`src/logic/zbus_pkg.sv`:
```
/*
 * Z80 bus widths and address map
 * Region type for decoded Z80 accesses
 */
package zbus_pkg;

	// ############################################################
	// Widths
	// ############################################################

	localparam int ZA_W   = 16;
	localparam int ZD_W   = 8;
	localparam int BANK_W = 9;
	localparam int WIN_W  = 15;

	// ############################################################
	// Address map
	// ############################################################

	typedef enum logic [2:0]
	{
		REG_RAM,
		REG_SOUND,
		REG_BANK,
		REG_WINDOW,
		REG_NONE
	} zregion_e;

	// Local RAM starts at 0x0000
	localparam logic [ZA_W-1:0] RAM_END   = 16'h3FFF;
	localparam logic [ZA_W-1:0] SOUND_END = 16'h5FFF;
	localparam logic [ZA_W-1:0] BANK_BASE = 16'h6000;
	localparam logic [ZA_W-1:0] BANK_END  = 16'h60FF;

	// Window runs to the top of the Z80 space
	localparam logic [ZA_W-1:0] WIN_BASE  = 16'h8000;

	// Value returned by reads that do not reach the 68000 bus
	localparam logic [ZD_W-1:0] OPEN_BUS  = 8'hFF;

endpackage

```
`src/logic/mbus_pkg.sv`:
```
/*
 * 68000 bus widths and Z80 control register map
 * Opcode type for the control port
 */
package mbus_pkg;

	// ############################################################
	// Widths
	// ############################################################

	localparam int MA_W = 24;
	localparam int MD_W = 16;

	// ############################################################
	// Z80 control registers
	// ############################################################

	localparam logic [MA_W-1:0] BUSREQ_ADDR = 24'hA11100;
	localparam logic [MA_W-1:0] ZRESET_ADDR = 24'hA11200;

	// Both registers live on the upper data byte
	localparam int CTRL_BIT = 8;

	typedef enum logic
	{
		OP_READ,
		OP_WRITE
	} ctrl_op_e;

endpackage

```
`src/logic/z80_addr_decode.sv`:
```
/*
 * First pipeline stage
 * Accepts Z80 accesses and tags them with their address region
 */
`timescale 1ns/1ns
module z80_addr_decode
	(
	input  logic                       MCLK,
	input  logic                       reset_i,
	input  logic                       z_req_i,
	input  logic [zbus_pkg::ZA_W-1:0]  z_addr_i,
	input  logic                       z_we_i,
	input  logic [zbus_pkg::ZD_W-1:0]  z_wdata_i,
	input  logic                       z80_busreq_i,
	input  logic                       z80_reset_i,
	input  logic                       dec_ack_i,
	output logic                       z_ack_o,
	output logic                       dec_req_o,
	output zbus_pkg::zregion_e         dec_region_o,
	output logic [zbus_pkg::ZA_W-1:0]  dec_addr_o,
	output logic                       dec_we_o,
	output logic [zbus_pkg::ZD_W-1:0]  dec_wdata_o
	);

	import zbus_pkg::*;

	typedef enum logic [1:0] {IDLE, HOLD, RELEASE} state_e;

	state_e state;
	logic   accept;

	function automatic zregion_e classify(input logic [ZA_W-1:0] addr);
		zregion_e region;
		if (addr <= RAM_END)
			region = REG_RAM;
		else if (addr <= SOUND_END)
			region = REG_SOUND;
		else if (addr >= BANK_BASE && addr <= BANK_END)
			region = REG_BANK;
		else if (addr >= WIN_BASE)
			region = REG_WINDOW;
		else
			region = REG_NONE;
		return region;
	endfunction

	// Z80 is frozen while the 68000 holds its bus or its reset
	assign accept = (state == IDLE) && z_req_i && !z_ack_o
		&& !z80_busreq_i && !z80_reset_i;

	always_ff @(posedge MCLK)
	begin
		if (reset_i)
		begin
			state     <= IDLE;
			z_ack_o   <= 1'b0;
			dec_req_o <= 1'b0;
		end
		else
		begin
			if (accept)
				z_ack_o <= 1'b1;
			else if (z_ack_o && !z_req_i)
				z_ack_o <= 1'b0;

			case (state)
				IDLE:
				begin
					if (accept)
					begin
						dec_req_o <= 1'b1;
						state     <= HOLD;
					end
				end
				HOLD:
				begin
					if (dec_ack_i)
					begin
						dec_req_o <= 1'b0;
						state     <= RELEASE;
					end
				end
				default:
				begin
					// Stage is empty once the bank stage lets go of ack
					if (!dec_ack_i)
						state <= IDLE;
				end
			endcase
		end
	end

	always_ff @(posedge MCLK)
	begin
		if (accept)
		begin
			dec_region_o <= classify(z_addr_i);
			dec_addr_o   <= z_addr_i;
			dec_we_o     <= z_we_i;
			dec_wdata_o  <= z_wdata_i;
		end
	end

endmodule

```
`src/logic/z80_bank_window.sv`:
```
/*
 * Second pipeline stage
 * Bank register and 68000 address forming for the Z80 window
 */
`timescale 1ns/1ns
module z80_bank_window
	(
	input  logic                       MCLK,
	input  logic                       reset_i,
	input  logic                       dec_req_i,
	input  zbus_pkg::zregion_e         dec_region_i,
	input  logic [zbus_pkg::ZA_W-1:0]  dec_addr_i,
	input  logic                       dec_we_i,
	input  logic [zbus_pkg::ZD_W-1:0]  dec_wdata_i,
	input  logic                       win_ack_i,
	output logic                       dec_ack_o,
	output logic                       win_req_o,
	output zbus_pkg::zregion_e         win_region_o,
	output logic [mbus_pkg::MA_W-1:0]  win_maddr_o,
	output logic                       win_we_o,
	output logic [zbus_pkg::ZD_W-1:0]  win_wdata_o
	);

	import zbus_pkg::*;

	logic [BANK_W-1:0] bank_q;
	logic              accept;
	logic              bank_wr;

	// Downstream handshake must be fully closed before taking the next item
	assign accept  = dec_req_i && !dec_ack_o && !win_req_o && !win_ack_i;
	assign bank_wr = accept && dec_we_i && (dec_region_i == REG_BANK);

	always_ff @(posedge MCLK)
	begin
		if (reset_i)
		begin
			dec_ack_o <= 1'b0;
			win_req_o <= 1'b0;
		end
		else
		begin
			if (accept)
				dec_ack_o <= 1'b1;
			else if (dec_ack_o && !dec_req_i)
				dec_ack_o <= 1'b0;

			if (accept)
				win_req_o <= 1'b1;
			else if (win_req_o && win_ack_i)
				win_req_o <= 1'b0;
		end
	end

	// ############################################################
	// Bank register
	// ############################################################

	// Serial load, one data bit per write, entering at the top
	always_ff @(posedge MCLK)
	begin
		if (reset_i)
			bank_q <= '0;
		else if (bank_wr)
			bank_q <= {dec_wdata_i[0], bank_q[BANK_W-1:1]};
	end

	// ############################################################
	// Outgoing access
	// ############################################################

	always_ff @(posedge MCLK)
	begin
		if (accept)
		begin
			win_region_o <= dec_region_i;
			win_maddr_o  <= {bank_q, dec_addr_i[WIN_W-1:0]};
			win_we_o     <= dec_we_i;
			win_wdata_o  <= dec_wdata_i;
		end
	end

endmodule

```
`src/logic/main_bus_bridge.sv`:
```
/*
 * Third pipeline stage
 * Runs 68000 bus cycles for window accesses and issues completions
 */
`timescale 1ns/1ns
module main_bus_bridge
	(
	input  logic                       MCLK,
	input  logic                       reset_i,
	input  logic                       win_req_i,
	input  zbus_pkg::zregion_e         win_region_i,
	input  logic [mbus_pkg::MA_W-1:0]  win_maddr_i,
	input  logic                       win_we_i,
	input  logic [zbus_pkg::ZD_W-1:0]  win_wdata_i,
	input  logic                       mb_ack_i,
	input  logic [zbus_pkg::ZD_W-1:0]  mb_rdata_i,
	input  logic                       cpl_ack_i,
	output logic                       win_ack_o,
	output logic                       mb_req_o,
	output logic [mbus_pkg::MA_W-1:0]  mb_addr_o,
	output logic                       mb_we_o,
	output logic [zbus_pkg::ZD_W-1:0]  mb_wdata_o,
	output logic                       cpl_req_o,
	output zbus_pkg::zregion_e         cpl_region_o,
	output logic [zbus_pkg::ZD_W-1:0]  cpl_rdata_o
	);

	import zbus_pkg::*;
	import mbus_pkg::*;

	typedef enum logic [2:0] {IDLE, BUS_REQ, BUS_REL, CPL, CPL_REL} state_e;

	state_e            state;
	logic              accept;
	zregion_e          region_q;
	logic [MA_W-1:0]   maddr_q;
	logic              we_q;
	logic [ZD_W-1:0]   wdata_q;

	assign accept = (state == IDLE) && win_req_i && !win_ack_o;

	always_ff @(posedge MCLK)
	begin
		if (reset_i)
		begin
			state     <= IDLE;
			win_ack_o <= 1'b0;
			mb_req_o  <= 1'b0;
			cpl_req_o <= 1'b0;
		end
		else
		begin
			if (accept)
				win_ack_o <= 1'b1;
			else if (win_ack_o && !win_req_i)
				win_ack_o <= 1'b0;

			case (state)
				IDLE:
				begin
					if (accept)
					begin
						// Only the window goes out on the 68000 bus
						if (win_region_i == REG_WINDOW)
						begin
							mb_req_o <= 1'b1;
							state    <= BUS_REQ;
						end
						else
						begin
							cpl_req_o <= 1'b1;
							state     <= CPL;
						end
					end
				end
				BUS_REQ:
				begin
					if (mb_ack_i)
					begin
						mb_req_o <= 1'b0;
						state    <= BUS_REL;
					end
				end
				BUS_REL:
				begin
					if (!mb_ack_i)
					begin
						cpl_req_o <= 1'b1;
						state     <= CPL;
					end
				end
				CPL:
				begin
					if (cpl_ack_i)
					begin
						cpl_req_o <= 1'b0;
						state     <= CPL_REL;
					end
				end
				default:
				begin
					if (!cpl_ack_i)
						state <= IDLE;
				end
			endcase
		end
	end

	// ############################################################
	// Access payload and read data
	// ############################################################

	always_ff @(posedge MCLK)
	begin
		if (accept)
		begin
			region_q    <= win_region_i;
			maddr_q     <= win_maddr_i;
			we_q        <= win_we_i;
			wdata_q     <= win_wdata_i;
			cpl_rdata_o <= OPEN_BUS;
		end
		else if (state == BUS_REQ && mb_ack_i && !we_q)
			cpl_rdata_o <= mb_rdata_i;
	end

	assign mb_addr_o    = maddr_q;
	assign mb_we_o      = we_q;
	assign mb_wdata_o   = wdata_q;
	assign cpl_region_o = region_q;

endmodule

```
`src/logic/z80_ctrl_regs.sv`:
```
/*
 * Z80 bus-request and reset registers on the 68000 side
 */
`timescale 1ns/1ns
module z80_ctrl_regs
	(
	input  logic                       MCLK,
	input  logic                       reset_i,
	input  logic                       m_req_i,
	input  mbus_pkg::ctrl_op_e         m_op_i,
	input  logic [mbus_pkg::MA_W-1:0]  m_addr_i,
	input  logic [mbus_pkg::MD_W-1:0]  m_wdata_i,
	output logic                       m_ack_o,
	output logic [mbus_pkg::MD_W-1:0]  m_rdata_o,
	output logic                       z80_busreq_o,
	output logic                       z80_reset_o
	);

	import mbus_pkg::*;

	logic accept;

	assign accept = m_req_i && !m_ack_o;

	always_ff @(posedge MCLK)
	begin
		if (reset_i)
		begin
			m_ack_o      <= 1'b0;
			z80_busreq_o <= 1'b0;
			// Z80 comes out of system reset held in reset
			z80_reset_o  <= 1'b1;
		end
		else if (accept)
		begin
			m_ack_o <= 1'b1;
			if (m_op_i == OP_WRITE)
			begin
				if (m_addr_i == BUSREQ_ADDR)
					z80_busreq_o <= m_wdata_i[CTRL_BIT];
				else if (m_addr_i == ZRESET_ADDR)
					z80_reset_o <= !m_wdata_i[CTRL_BIT];
			end
		end
		else if (m_ack_o && !m_req_i)
			m_ack_o <= 1'b0;
	end

	// Only the bus-request bit reads back
	always_ff @(posedge MCLK)
	begin
		if (accept)
		begin
			m_rdata_o <= '0;
			if (m_op_i == OP_READ && m_addr_i == BUSREQ_ADDR)
				m_rdata_o[CTRL_BIT] <= z80_busreq_o;
		end
	end

endmodule

```
`src/logic/bus_ctrl_top.sv`:
```
/*
 * Z80 bus control top level
 * Decode, bank window and bridge stages plus the control registers
 */
`timescale 1ns/1ns
module bus_ctrl_top
	(
	input  logic                       MCLK,
	input  logic                       reset_i,
	input  logic                       z_req_i,
	input  logic [zbus_pkg::ZA_W-1:0]  z_addr_i,
	input  logic                       z_we_i,
	input  logic [zbus_pkg::ZD_W-1:0]  z_wdata_i,
	output logic                       z_ack_o,
	output logic                       mb_req_o,
	output logic [mbus_pkg::MA_W-1:0]  mb_addr_o,
	output logic                       mb_we_o,
	output logic [zbus_pkg::ZD_W-1:0]  mb_wdata_o,
	input  logic                       mb_ack_i,
	input  logic [zbus_pkg::ZD_W-1:0]  mb_rdata_i,
	output logic                       cpl_req_o,
	output zbus_pkg::zregion_e         cpl_region_o,
	output logic [zbus_pkg::ZD_W-1:0]  cpl_rdata_o,
	input  logic                       cpl_ack_i,
	input  logic                       m_req_i,
	input  mbus_pkg::ctrl_op_e         m_op_i,
	input  logic [mbus_pkg::MA_W-1:0]  m_addr_i,
	input  logic [mbus_pkg::MD_W-1:0]  m_wdata_i,
	output logic                       m_ack_o,
	output logic [mbus_pkg::MD_W-1:0]  m_rdata_o,
	output logic                       z80_busreq_o,
	output logic                       z80_reset_o
	);

	import zbus_pkg::*;
	import mbus_pkg::*;

	// Decode to bank link
	logic            dec_req;
	logic            dec_ack;
	zregion_e        dec_region;
	logic [ZA_W-1:0] dec_addr;
	logic            dec_we;
	logic [ZD_W-1:0] dec_wdata;

	// Bank to bridge link
	logic            win_req;
	logic            win_ack;
	zregion_e        win_region;
	logic [MA_W-1:0] win_maddr;
	logic            win_we;
	logic [ZD_W-1:0] win_wdata;

	z80_addr_decode u_decode
		(
		.MCLK(MCLK), .reset_i(reset_i),
		.z_req_i(z_req_i), .z_addr_i(z_addr_i), .z_we_i(z_we_i), .z_wdata_i(z_wdata_i),
		.z80_busreq_i(z80_busreq_o), .z80_reset_i(z80_reset_o),
		.dec_ack_i(dec_ack), .z_ack_o(z_ack_o), .dec_req_o(dec_req),
		.dec_region_o(dec_region), .dec_addr_o(dec_addr), .dec_we_o(dec_we),
		.dec_wdata_o(dec_wdata)
		);

	z80_bank_window u_bank
		(
		.MCLK(MCLK), .reset_i(reset_i),
		.dec_req_i(dec_req), .dec_region_i(dec_region), .dec_addr_i(dec_addr),
		.dec_we_i(dec_we), .dec_wdata_i(dec_wdata), .win_ack_i(win_ack),
		.dec_ack_o(dec_ack), .win_req_o(win_req), .win_region_o(win_region),
		.win_maddr_o(win_maddr), .win_we_o(win_we), .win_wdata_o(win_wdata)
		);

	main_bus_bridge u_bridge
		(
		.MCLK(MCLK), .reset_i(reset_i),
		.win_req_i(win_req), .win_region_i(win_region), .win_maddr_i(win_maddr),
		.win_we_i(win_we), .win_wdata_i(win_wdata),
		.mb_ack_i(mb_ack_i), .mb_rdata_i(mb_rdata_i), .cpl_ack_i(cpl_ack_i),
		.win_ack_o(win_ack), .mb_req_o(mb_req_o), .mb_addr_o(mb_addr_o),
		.mb_we_o(mb_we_o), .mb_wdata_o(mb_wdata_o), .cpl_req_o(cpl_req_o),
		.cpl_region_o(cpl_region_o), .cpl_rdata_o(cpl_rdata_o)
		);

	z80_ctrl_regs u_ctrl
		(
		.MCLK(MCLK), .reset_i(reset_i),
		.m_req_i(m_req_i), .m_op_i(m_op_i), .m_addr_i(m_addr_i), .m_wdata_i(m_wdata_i),
		.m_ack_o(m_ack_o), .m_rdata_o(m_rdata_o),
		.z80_busreq_o(z80_busreq_o), .z80_reset_o(z80_reset_o)
		);

endmodule

```
`config.mk`:
```
export PLATFORM = sky130hd
export DESIGN_NAME = bus_ctrl_top
export DESIGN_NICKNAME = d
export VERILOG_FILES = /design/src/logic/zbus_pkg.sv /design/src/logic/mbus_pkg.sv /design/src/logic/z80_addr_decode.sv /design/src/logic/z80_bank_window.sv /design/src/logic/main_bus_bridge.sv /design/src/logic/z80_ctrl_regs.sv /design/src/logic/bus_ctrl_top.sv
export SDC_FILE = /design/constraint.sdc
export NUM_CORES = 1
export LEC_CHECK = 0
export ABC_CLOCK_PERIOD_IN_PS = 17900
export BUFFER_PORTS_ARGS = -buffer_cell sky130_fd_sc_hd__buf_4
export CAP_MARGIN = 30
export CORE_ASPECT_RATIO = 0.8
export CORE_MARGIN = 2
export CORE_UTILIZATION = 55
export CTS_BUF_LIST = sky130_fd_sc_hd__clkbuf_4 sky130_fd_sc_hd__clkbuf_8
export DETAILED_ROUTE_END_ITERATION = 8
export GPL_TIMING_DRIVEN = 0
export PLACE_DENSITY = 0.85
export SLEW_MARGIN = 20
export SYNTH_ARGS = -nofsm -noshare
export SYNTH_HDL_FRONTEND = slang
export SYNTH_SLANG_ARGS = --single-unit
```
`constraint.sdc`:
```
create_clock -name MCLK -period 17.9 [get_ports MCLK]
set_input_delay 5.37 -clock MCLK [delete_from_list [all_inputs] [get_ports MCLK]]
set_output_delay 5.37 -clock MCLK [all_outputs]
set_load 0.005 [all_outputs]
```
* Word-level counts from Yosys, hierarchy flattened
Index checks and enable logic that the tools add are counted.
** Word-level totals
- Input bits :: 80
- Register bits after elaboration :: 132
- Output and inout bits :: 66
** Operators by class
- Mux-type cells :: 36
- Reduce and logical (&&, ||, !) cells :: 52
- Equality and inequality tests :: 18
- Bitwise gates (word level) :: 2
- Magnitude comparators :: 5
** Operator list (count)
- == test 24 bit (second input constant) :: 2
- <= comparator 16 x 15 -> 1 bit (second input constant) :: 2
- logical AND 1 bit :: 21
- 2-to-1 mux 1 bit :: 20
- 2-to-1 mux 3 bit :: 6
- greater-or-equal comparator 16 x 15 -> 1 bit (second input constant) :: 1
- greater-or-equal comparator 16 bit (second input constant) :: 1
- <= comparator 16 x 14 -> 1 bit (second input constant) :: 1
- nonzero test 2 bit :: 7
- == test 3 x 2 -> 1 bit (second input constant) :: 4
- logical NOT 1 bit :: 12
- case mux 3 bit (4 select lines) :: 1
- 2-to-1 mux 2 bit :: 5
- inequality test 2 bit (second input constant) :: 5
- AND reduction 5 bit :: 2
- AND reduction 3 bit :: 3
- AND reduction 4 bit :: 2
- inequality test 2 x 1 -> 1 bit (second input constant) :: 3
- inequality test 5 x 1 -> 1 bit (second input constant) :: 1
- case mux 1 bit (2 select lines) :: 2
- case mux 2 bit (2 select lines) :: 1
- == test 3 x 1 -> 1 bit (second input constant) :: 1
- logical NOT 3 bit :: 1
- inequality test 3 bit (second input constant) :: 1
- 7 further kinds :: 8

* Longest topological paths before layout
Gate-level depths: netlist (run 1).
- Depth after elaboration :: 7
- Mapped depth :: 7

* Modules after synthesis
From an unflattened synthesis (run 1), not the netlist that was laid out.
** Second synthesis, totals
- Cells, all modules :: 283
- Area, all modules :: 4783.3 µm²
** By module, submodules not included
- main_bus_bridge :: area an instance 1786.7 µm², cells an instance 110, times used 1
- z80_bank_window :: area an instance 1537.7 µm², cells an instance 77, times used 1
- z80_addr_decode :: area an instance 1062.3 µm², cells an instance 53, times used 1
- z80_ctrl_regs :: area an instance 396.6 µm², cells an instance 43, times used 1

* Worst setup path before layout (run 1)
No wires, ideal clock.
- Path type :: input port to flip-flop
- Start :: in z_req_i
- End :: reg u_decode.dec_addr_o[0] in the netlist's numbering, enable pin
- Data required time :: 17518 ps
- Stages on the path :: 3
- Library setup time :: 382 ps
- Arrival time :: 6261 ps
- Path slack :: 11257 ps
- Cells stage by stage :: nor4b_1 > nand2_1 > inv_1
** On the way
- Cells in the longest elaborated chain, start to end :: 4
** RTL lines
- from (decl) :: line bus_ctrl_top.sv:10 : input logic z_req_i,
- logical AND 1 bit (2 in a row) :: line z80_addr_decode.sv:48 : assign accept = (state == IDLE) && z_req_i && !z_ack_o
- logical AND 1 bit (2 in a row) :: line z80_addr_decode.sv:49 : && !z80_busreq_i && !z80_reset_i;
- via u_decode.accept :: line z80_addr_decode.sv:30 : logic accept;
- to (signal assigned) :: line z80_addr_decode.sv:98 : dec_addr_o <= z_addr_i;
- to (decl) :: line z80_addr_decode.sv:20 : output logic [zbus_pkg::ZA_W-1:0] dec_addr_o,
The timed path passes the listed nets, and every way through them passes these cells.
A chain may end at the register's enable or synchronous reset.

* Worst setup path after layout (run 1)
- Start :: reg u_bridge.we_q (netlist: u_bridge.mb_we_o)
- End :: out mb_we_o
** RTL lines
- from (decl) :: line main_bus_bridge.sv:37 : logic we_q;
- from (signal assigned) :: line main_bus_bridge.sv:119 : we_q <= win_we_i;
- to (decl) :: line bus_ctrl_top.sv:17 : output logic mb_we_o,
No word-level cell between the ends.

==> results by group, run 1 <==
Status
  • Status: complete, no violations

CTS
  • CTS Sinks: 132
  • Clock tree buffer depth: 2
  • Clk Latency, worst-skew pair: 0.41 ns
  • Post-cts sizing count: 0
  • Post-CTS Hold Buffers: 0
  • Total CTS buffers: 17
  • Root Driver: clkbuf_8
  • Postcts setup bufs: 0
  • CTS tree: done
  • Clock slew at reported path FFs: 0.08 ns
  • H-tree depth: 4

Worst setup path
  • Reg2reg end: u_bridge.mb_req_o
  • Startpoint Class: flip-flop
  • Crit path buffers/inverters: 1
  • Critical path class: reg -> out
  • CP startpoint: u_bridge.mb_we_o
  • Logic depth of the worst path, buffers included: 1
  • R2R setup slack: 15.58 ns
  • Crit path to: mb_we_o
  • Setup crit end kind: output port
  • Worst path cell trace: buf_4
  • Crit path DAT: 1.02 ns
  • Top delay family on crit path: flip-flops
  • RR Startpoint: u_bank.win_req_o
  • Worst r2r path cells: 6
  • Crit-path max FO: 3
  • Largest stage delay, worst path: 0.44 ns
  • Required @ worst endpoint: 12.53 ns
  • Slowest cell on the critical path: edfxtp_1

Placement
  • IO buf count: about 120
  • Placed inst area: roughly 0.0057 sq mm
  • Final Wtd Congestion: 0.7617
  • Detailed-placement wirelength estimate: 5473 microns

STA
  • Slew Viols, Final: 0
  • TNS Setup: 0 ns
  • Clock skew: 0.01105 ns
  • Slew @ Worst Pin: approximately 0.85 ns
  • Slew HR: 42.97%
  • Hold Vio Cnt, Final: 0
  • Highest Clock Rate: between 150 and 200 MHz
  • RSZ-0062 raised after global routing: no
  • Setup Viol. Count Final: 0
  • Fin crit share: between 30% and 40%
  • Tmin final: 6.393 ns

Layout
  • Final nets: 519
  • Fill count: 522
  • Area growth, synth to finish: 33.19%
  • Most frequent cells in the layout: buf_4, edfxtp_1, dfxtp_1
  • Fraction of layout cells with a size suffix above 1: a little under 40%
  • Finished Cell Area: 0.006061 sq mm
  • Final Util: between 70% and 80%
  • Commonest non-fill, non-tap cell in the layout: buf_4
  • # diodes: 0

Power
  • Switching Fraction: 21.62%
  • Combinational fraction of design power: ~5.3%
  • Flop pwr share: between 50 and 60%
  • P per Cell Area: 101.1 mW/mm^2
  • NetSw: 0.0001324 W
  • Clock Power Share: about 40%
  • Pint: 0.0004802 W
  • Worst vdd ir: 112.4 uV
  • Total power: 0.0006126 W
  • Lkg Pwr: 2.434 nW

Yosys
  • Mapped cell area: 0.004551 sq mm
  • Ys flop type: edfxtp_1
  • Post-synth cell types: 39
  • Async SR Flop Fraction: 0%
  • Post-synthesis register bit count: between 100 and 150
  • Share of the synthesized area in the top cell type: 65.99%
  • Synth area leader: edfxtp_1
  • Post-synthesis area per instance: 16.02 sq um
  • Top cells by area, synth: edfxtp_1, dfxtp_1, buf_4
  • Yosys warnings: 0
  • Seq/Total Area, Yosys: 80.07%
  • Post-synth EDFFs: 100
  • Post-Synthesis Cells: between 200 and 300

Detailed routing
  • Total Routed Length: 7900 microns
  • Routed via count divided by cell count: 4.789
  • DRT iter0 DRCs: 174
  • Drt first pass iters: 4
  • DRC violations left: 0
  • Antenna-violating nets left: 0
  • Wire per inst: 14.13 microns
  • Total number of vias: 2,677

Floorplan
  • Num ports: 146
  • Initial Util: 57.01%
  • Die width: 105.7 microns
  • Die Footprint: 0.009022 sq mm
  • Die height: ~85 microns
  • Row count: 29
  • Area of the core: 0.007983 sq mm

Job
  • Maxcap violations: 0

GRT
  • Overall routing resource usage: 17.94%
  • Vias in the first global route: 2,637
  • Initial antenna violation count: 0
  • Largest net degree at the start of global routing: 38
  • Total gr overflow: 0
  • Global-route wire length before repair: approximately 12,000 microns

Worst hold path
  • Hold Path Origin: u_bank.win_we_o
  • Worst Hold Class: reg -> reg
[per-stage QoR]
stage	hold WS [ns]	cells	setup WS, ns
2_1_floorplan	0.4003	298	11.26
3_3_place_gp	0.4010	521	10.33
3_5_place_dp	0.4045	527	11.14
4_1_cts	0.4187	559	11.49
5_1_grt	0.4248	559	11.46
6_report	0.4139	559	11.51
[how the worst min path moves through the flow]
stage	end	cells after the start
4_1_cts	u_bridge.mb_we_o	0
5_1_grt	u_bridge.mb_addr_o[14]	0
3_5_place_dp	u_bank.win_maddr_o[13]	0
6_report	u_bridge.mb_we_o	0
2_1_floorplan	u_bank.win_maddr_o[0]	0
3_3_place_gp	u_bridge.mb_wdata_o[2]	0
[synth_stat cells (4+ instances only)]
cell type,number
dfxtp_1,32
clkbuf_1,4
a21oi_1,9
nand3_1,10
nand2_1,23
edfxtp_1,100
nor3_1,8
nor2_1,19
mux2i_1,11
buf_4,16
inv_1,8
nor4b_1,4
[worst register-to-register path, delay by kind of cell, from the launching register on]
family,cells,cell delay (ns)
AND/OR/NAND/NOR,2,0.61
buffers and inverters,2,0.70
AO/OA/AOI/OAI,2,0.48
flip-flops,1,0.42
[logic make-up (layout without fill, tap and decap cells)]
family,Yosys count,count (layout),synth area share [%]
adder cells (fa/ha/maj),1,1,0.2749
flip-flops,132,132,80.07
AO/OA/AOI/OAI,18,18,2.392
XOR/XNOR,1,1,0.1925
other,1,15,0.08241
buffers and inverters,31,184,4.069
multiplexers,12,12,2.667
AND/OR/NAND/NOR,88,88,10.26
[final cells by class]
type                            instances  area [sq um]  share of cell area (%)
Clock inverter                         15         167.7                   2.766
Clock buffer                           17         234.0                   3.860
Buffer                                 22         151.4                   2.498
Multi-Input combinational cell        135         787.0                   12.99
Timing Repair Buffer                  121         908.4                   14.99
Inverter                                9         33.78                  0.5574
Tap cell                              108         135.1                   2.230
Sequential cell                       132          3643                   60.12
[power groups by stage]
stage	Clock, W	Sequential [W]	Combinational [W]
final	0.000245	0.000335	0.0000327
after global routing	0.000261	0.000335	0.0000360
after CTS	0.000251	0.000335	0.0000328
after detailed placement	0	0.000342	0.0000327
after global placement	0	0.000341	0.0000315
after floorplan	0	0.000342	0.0000101
[metal layers]
| layer | vias to the layer above | GRT usage, % | wire length [microns] |
|---|---|---|---|
| met4 | 0 | 7.895 | 43 |
| met5 | - | 0 | 0 |
| met2 | 102 | 30.85 | 4177 |
| li1 | 1324 | - | - |
| met3 | 4 | 7.450 | 539 |
| met1 | 1247 | 19.68 | 3139 |
[sequential cells by signal, summed over array words and instances, names as in the netlist, 2 cells and up]
name / cells
u_bridge.state: 3
u_bridge.cpl_rdata_o: 8
u_decode.dec_region_o: 3
u_bridge.mb_wdata_o: 8
u_bridge.cpl_region_o: 3
u_decode.dec_addr_o: 15
u_bank.win_wdata_o: 8
u_bank.win_maddr_o: 24
u_decode.dec_wdata_o: 8
u_bank.win_region_o: 3
u_bridge.mb_addr_o: 24
u_decode.state: 2
u_bank.bank_q: 9
Note: power is estimated with default switching activity, not from simulation.
==> inputs of run 2 (changes only) <==
--- a/config.mk
+++ b/config.mk
@@ -5,16 +5,16 @@
 export SDC_FILE = /design/constraint.sdc
 export NUM_CORES = 1
 export LEC_CHECK = 0
-export ABC_CLOCK_PERIOD_IN_PS = 17900
+export ABC_CLOCK_PERIOD_IN_PS = 5900
 export BUFFER_PORTS_ARGS = -buffer_cell sky130_fd_sc_hd__buf_4
 export CAP_MARGIN = 30
 export CORE_ASPECT_RATIO = 0.8
 export CORE_MARGIN = 2
-export CORE_UTILIZATION = 55
+export CORE_UTILIZATION = 52
 export CTS_BUF_LIST = sky130_fd_sc_hd__clkbuf_4 sky130_fd_sc_hd__clkbuf_8
 export DETAILED_ROUTE_END_ITERATION = 8
 export GPL_TIMING_DRIVEN = 0
-export PLACE_DENSITY = 0.85
+export PLACE_DENSITY = 0.81
 export SLEW_MARGIN = 20
 export SYNTH_ARGS = -nofsm -noshare
 export SYNTH_HDL_FRONTEND = slang
==> constraint.sdc (replaced) <==
create_clock -name MCLK -period 5.9 [get_ports MCLK]
set_input_delay 1.77 -clock MCLK [delete_from_list [all_inputs] [get_ports MCLK]]
set_output_delay 1.77 -clock MCLK [all_outputs]
set_load 0.005 [all_outputs]
==> run 2 against run 1 <==
- critical path depth increased by 4
- critical path type is now in -> reg
- sequential share of layout area increased by 0.074 points
- worst setup slack got worse by 8.5 ns
- final cell count increased by 0.54%
- largest cell class unchanged
- non-clock buffer count unchanged
- clock skew increased by 0.00077 ns
- via count increased by 1.8%
==> results by group, run 2 (same netlist as run 1, synthesis figures left out) <==
STA
  • Setup slack after layout: 3.012 ns (was 11.51 ns)
  • Tmin final: 2.888 ns
  • Hold Vio Cnt, Final: 0 (unchanged)
  • Fin crit share: 48.95%
  • Highest Clock Rate: 346.3 MHz
  • Slew HR: 44.62% (was 42.97%)
  • Slew Viols, Final: 0 (unchanged)
  • TNS Setup: 0 ns (unchanged)
  • RSZ-0062 raised after global routing: no (unchanged)
  • Clock skew: 0.01182 ns (was 0.01105 ns)
  • Slew @ Worst Pin: 0.8286 ns (was 0.8532 ns)
  • Setup Viol. Count Final: 0 (unchanged)

Worst setup path
  • Critical path class: in -> reg (was reg -> out)
  • Crit-path max FO: 17 (was 3)
  • Crit path DAT: 3.00 ns (was 1.02 ns)
  • CP startpoint: z_req_i (was u_bridge.mb_we_o)
  • Setup crit end kind: flip-flop (was output port)
  • Startpoint Class: primary input (was flip-flop)
  • Required @ worst endpoint: 6.02 ns (was 12.53 ns)
  • RR Startpoint: u_bank.win_req_o (unchanged)

Detailed routing
  • DRT iter0 DRCs: 175 (was 174)
  • Wire per inst: 14.10 microns (was 14.13 microns)
  • Total number of vias: 2,725 (was 2,677)
  • Total Routed Length: 7923 microns (was 7900 microns)
  • Drt first pass iters: 4 (unchanged)
  • DRC violations left: 0 (unchanged)
  • Antenna-violating nets left: 0 (unchanged)
  • Routed via count divided by cell count: 4.849 (was 4.789)

Power
  • Worst vdd ir: 201.3 uV (was 112.4 uV)
  • Lkg Pwr: 2.432 nW (was 2.434 nW)
  • P per Cell Area: 301.3 mW/mm^2 (was 101.1 mW/mm^2)

Floorplan
  • Area of the core: 0.008483 sq mm (was 0.007983 sq mm)
  • Initial Util: 53.64% (was 57.01%)
  • Die Footprint: 0.009520 sq mm (was 0.009022 sq mm)
  • Row count: 30 (was 29)
  • Die height: 87.67 microns (was 85.36 microns)
  • Die width: 108.6 microns (was 105.7 microns)
  • Num ports: 146 (unchanged)

Placement
  • Placed cells: 531 (was 527)
  • Detailed-placement wirelength estimate: 5649 microns (was 5473 microns)
  • Post-Place Worst Slack: 2.578 ns (was 11.14 ns)
  • IO buf count: 115 (unchanged)
  • Final Wtd Congestion: 0.8899 (was 0.7617)

Job
  • Maxcap violations: 0 (unchanged)

GRT
  • Largest net degree at the start of global routing: 38 (unchanged)
  • Overall routing resource usage: 17.37% (was 17.94%)
  • Initial antenna violation count: 0 (unchanged)
  • Total gr overflow: 0 (unchanged)
  • Global-route wire length before repair: 12,150 microns (was 12,110 microns)
  • Vias in the first global route: 2,554 (was 2,637)

Status
  • Status: complete, no violations (unchanged)

Layout
  • Final nets: 519 (unchanged)
  • Area growth, synth to finish: 33.02% (was 33.19%)
  • Fraction of layout cells with a size suffix above 1: 39.33% (was 39.47%)
  • Fill count: 594 (was 522)
  • Commonest non-fill, non-tap cell in the layout: buf_4 (unchanged)
  • Most frequent cells in the layout: buf_4, edfxtp_1, dfxtp_1 (unchanged)
  • Fin cells: 562 (was 559)
  • # diodes: 0 (unchanged)

CTS
  • Clock tree buffer depth: 2 (unchanged)
  • CTS tree: done (unchanged)
  • Postcts setup bufs: 0 (unchanged)
  • CTS Sinks: 132 (unchanged)
  • Post-cts sizing count: 0 (unchanged)
  • H-tree depth: 4 (unchanged)
  • Clk Latency, worst-skew pair: 0.41 ns (about the same)
  • Post-CTS Hold Buffers: 0 (unchanged)
  • Clock slew at reported path FFs: 0.07 ns (was 0.08 ns)
  • Root Driver: clkbuf_8 (unchanged)
  • Total CTS buffers: 17 (unchanged)

Worst hold path
  • Hold Path Origin: u_bank.win_maddr_o[13] (was u_bank.win_we_o)
  • Worst Hold Class: reg -> reg (unchanged)
-- run 2: cell types whose count changed in the layout (fill, tap and decap cells not counted), sizes merged --
cell	previous run	this run
clkbuf	21	22
inv	16	11
clkinv	4	7
-- run 2: metrics by stage --
stage                     utilization [%]  hold WS (ns)  instance area [sq um]  power (W)
after floorplan                         -        0.4003                   4603   0.001068
after CTS                           71.28        0.4190                   6047   0.001841
after global routing                71.36        0.4249                   6053   0.001894
after detailed placement            66.84        0.4045                   5670   0.001135
final                               71.36        0.4139                   6053   0.001824
after global placement              66.09        0.4007                   5607   0.001131
-- run 2: worst max-delay path, stage by stage --
cell	delay, ns
buf_4	0.08
nor4b_1	0.27
nand2_1	0.19
inv_1	0.46
buf_16	0.22
-- run 2: area by class of cell --
| class | count | area [sq um] | share of cell area [%] |
|---|---|---|---|
| multi-input combinational | 135 | 787.0 | 13.00 |
| clock buffer | 18 | 241.5 | 3.989 |
| buffer | 22 | 151.4 | 2.501 |
| tap | 112 | 140.1 | 2.315 |
| inverter | 9 | 33.78 | 0.5581 |
| timing repair buffer | 121 | 920.9 | 15.21 |
| sequential | 132 | 3643 | 60.19 |
| clock inverter | 13 | 135.1 | 2.232 |
-- run 2: power breakdown --
group          internal, W  switching (W)   total, W
combinational    0.0000650      0.0000341  0.0000990
sequential         0.00101     0.00000927    0.00102
clock             0.000377       0.000332   0.000709
-- run 2: layer usage --
metal / share of wire [%] / track usage (%) / up-vias / routed length (microns)
met2: 53 / 29.32 / 99 / 4206
met3: 8.1 / 8.482 / 6 / 642
met4: 0.67 / 6.294 / 0 / 53
met1: 38 / 19.29 / 1294 / 3020
met5: 0 / 0 / - / 0
li1: - / - / 1326 / -
-- run 2: path summary, 6_finish.rpt --
kind	endpoint	slack (ns)	depth (start not counted)
max	u_decode.dec_wdata_o[5]	3.01	5
min	u_bridge.mb_addr_o[13]	0.41	0
min reg2reg	u_bridge.mb_addr_o[13]	0.41	0
max reg2reg	u_bridge.mb_req_o	3.70	6
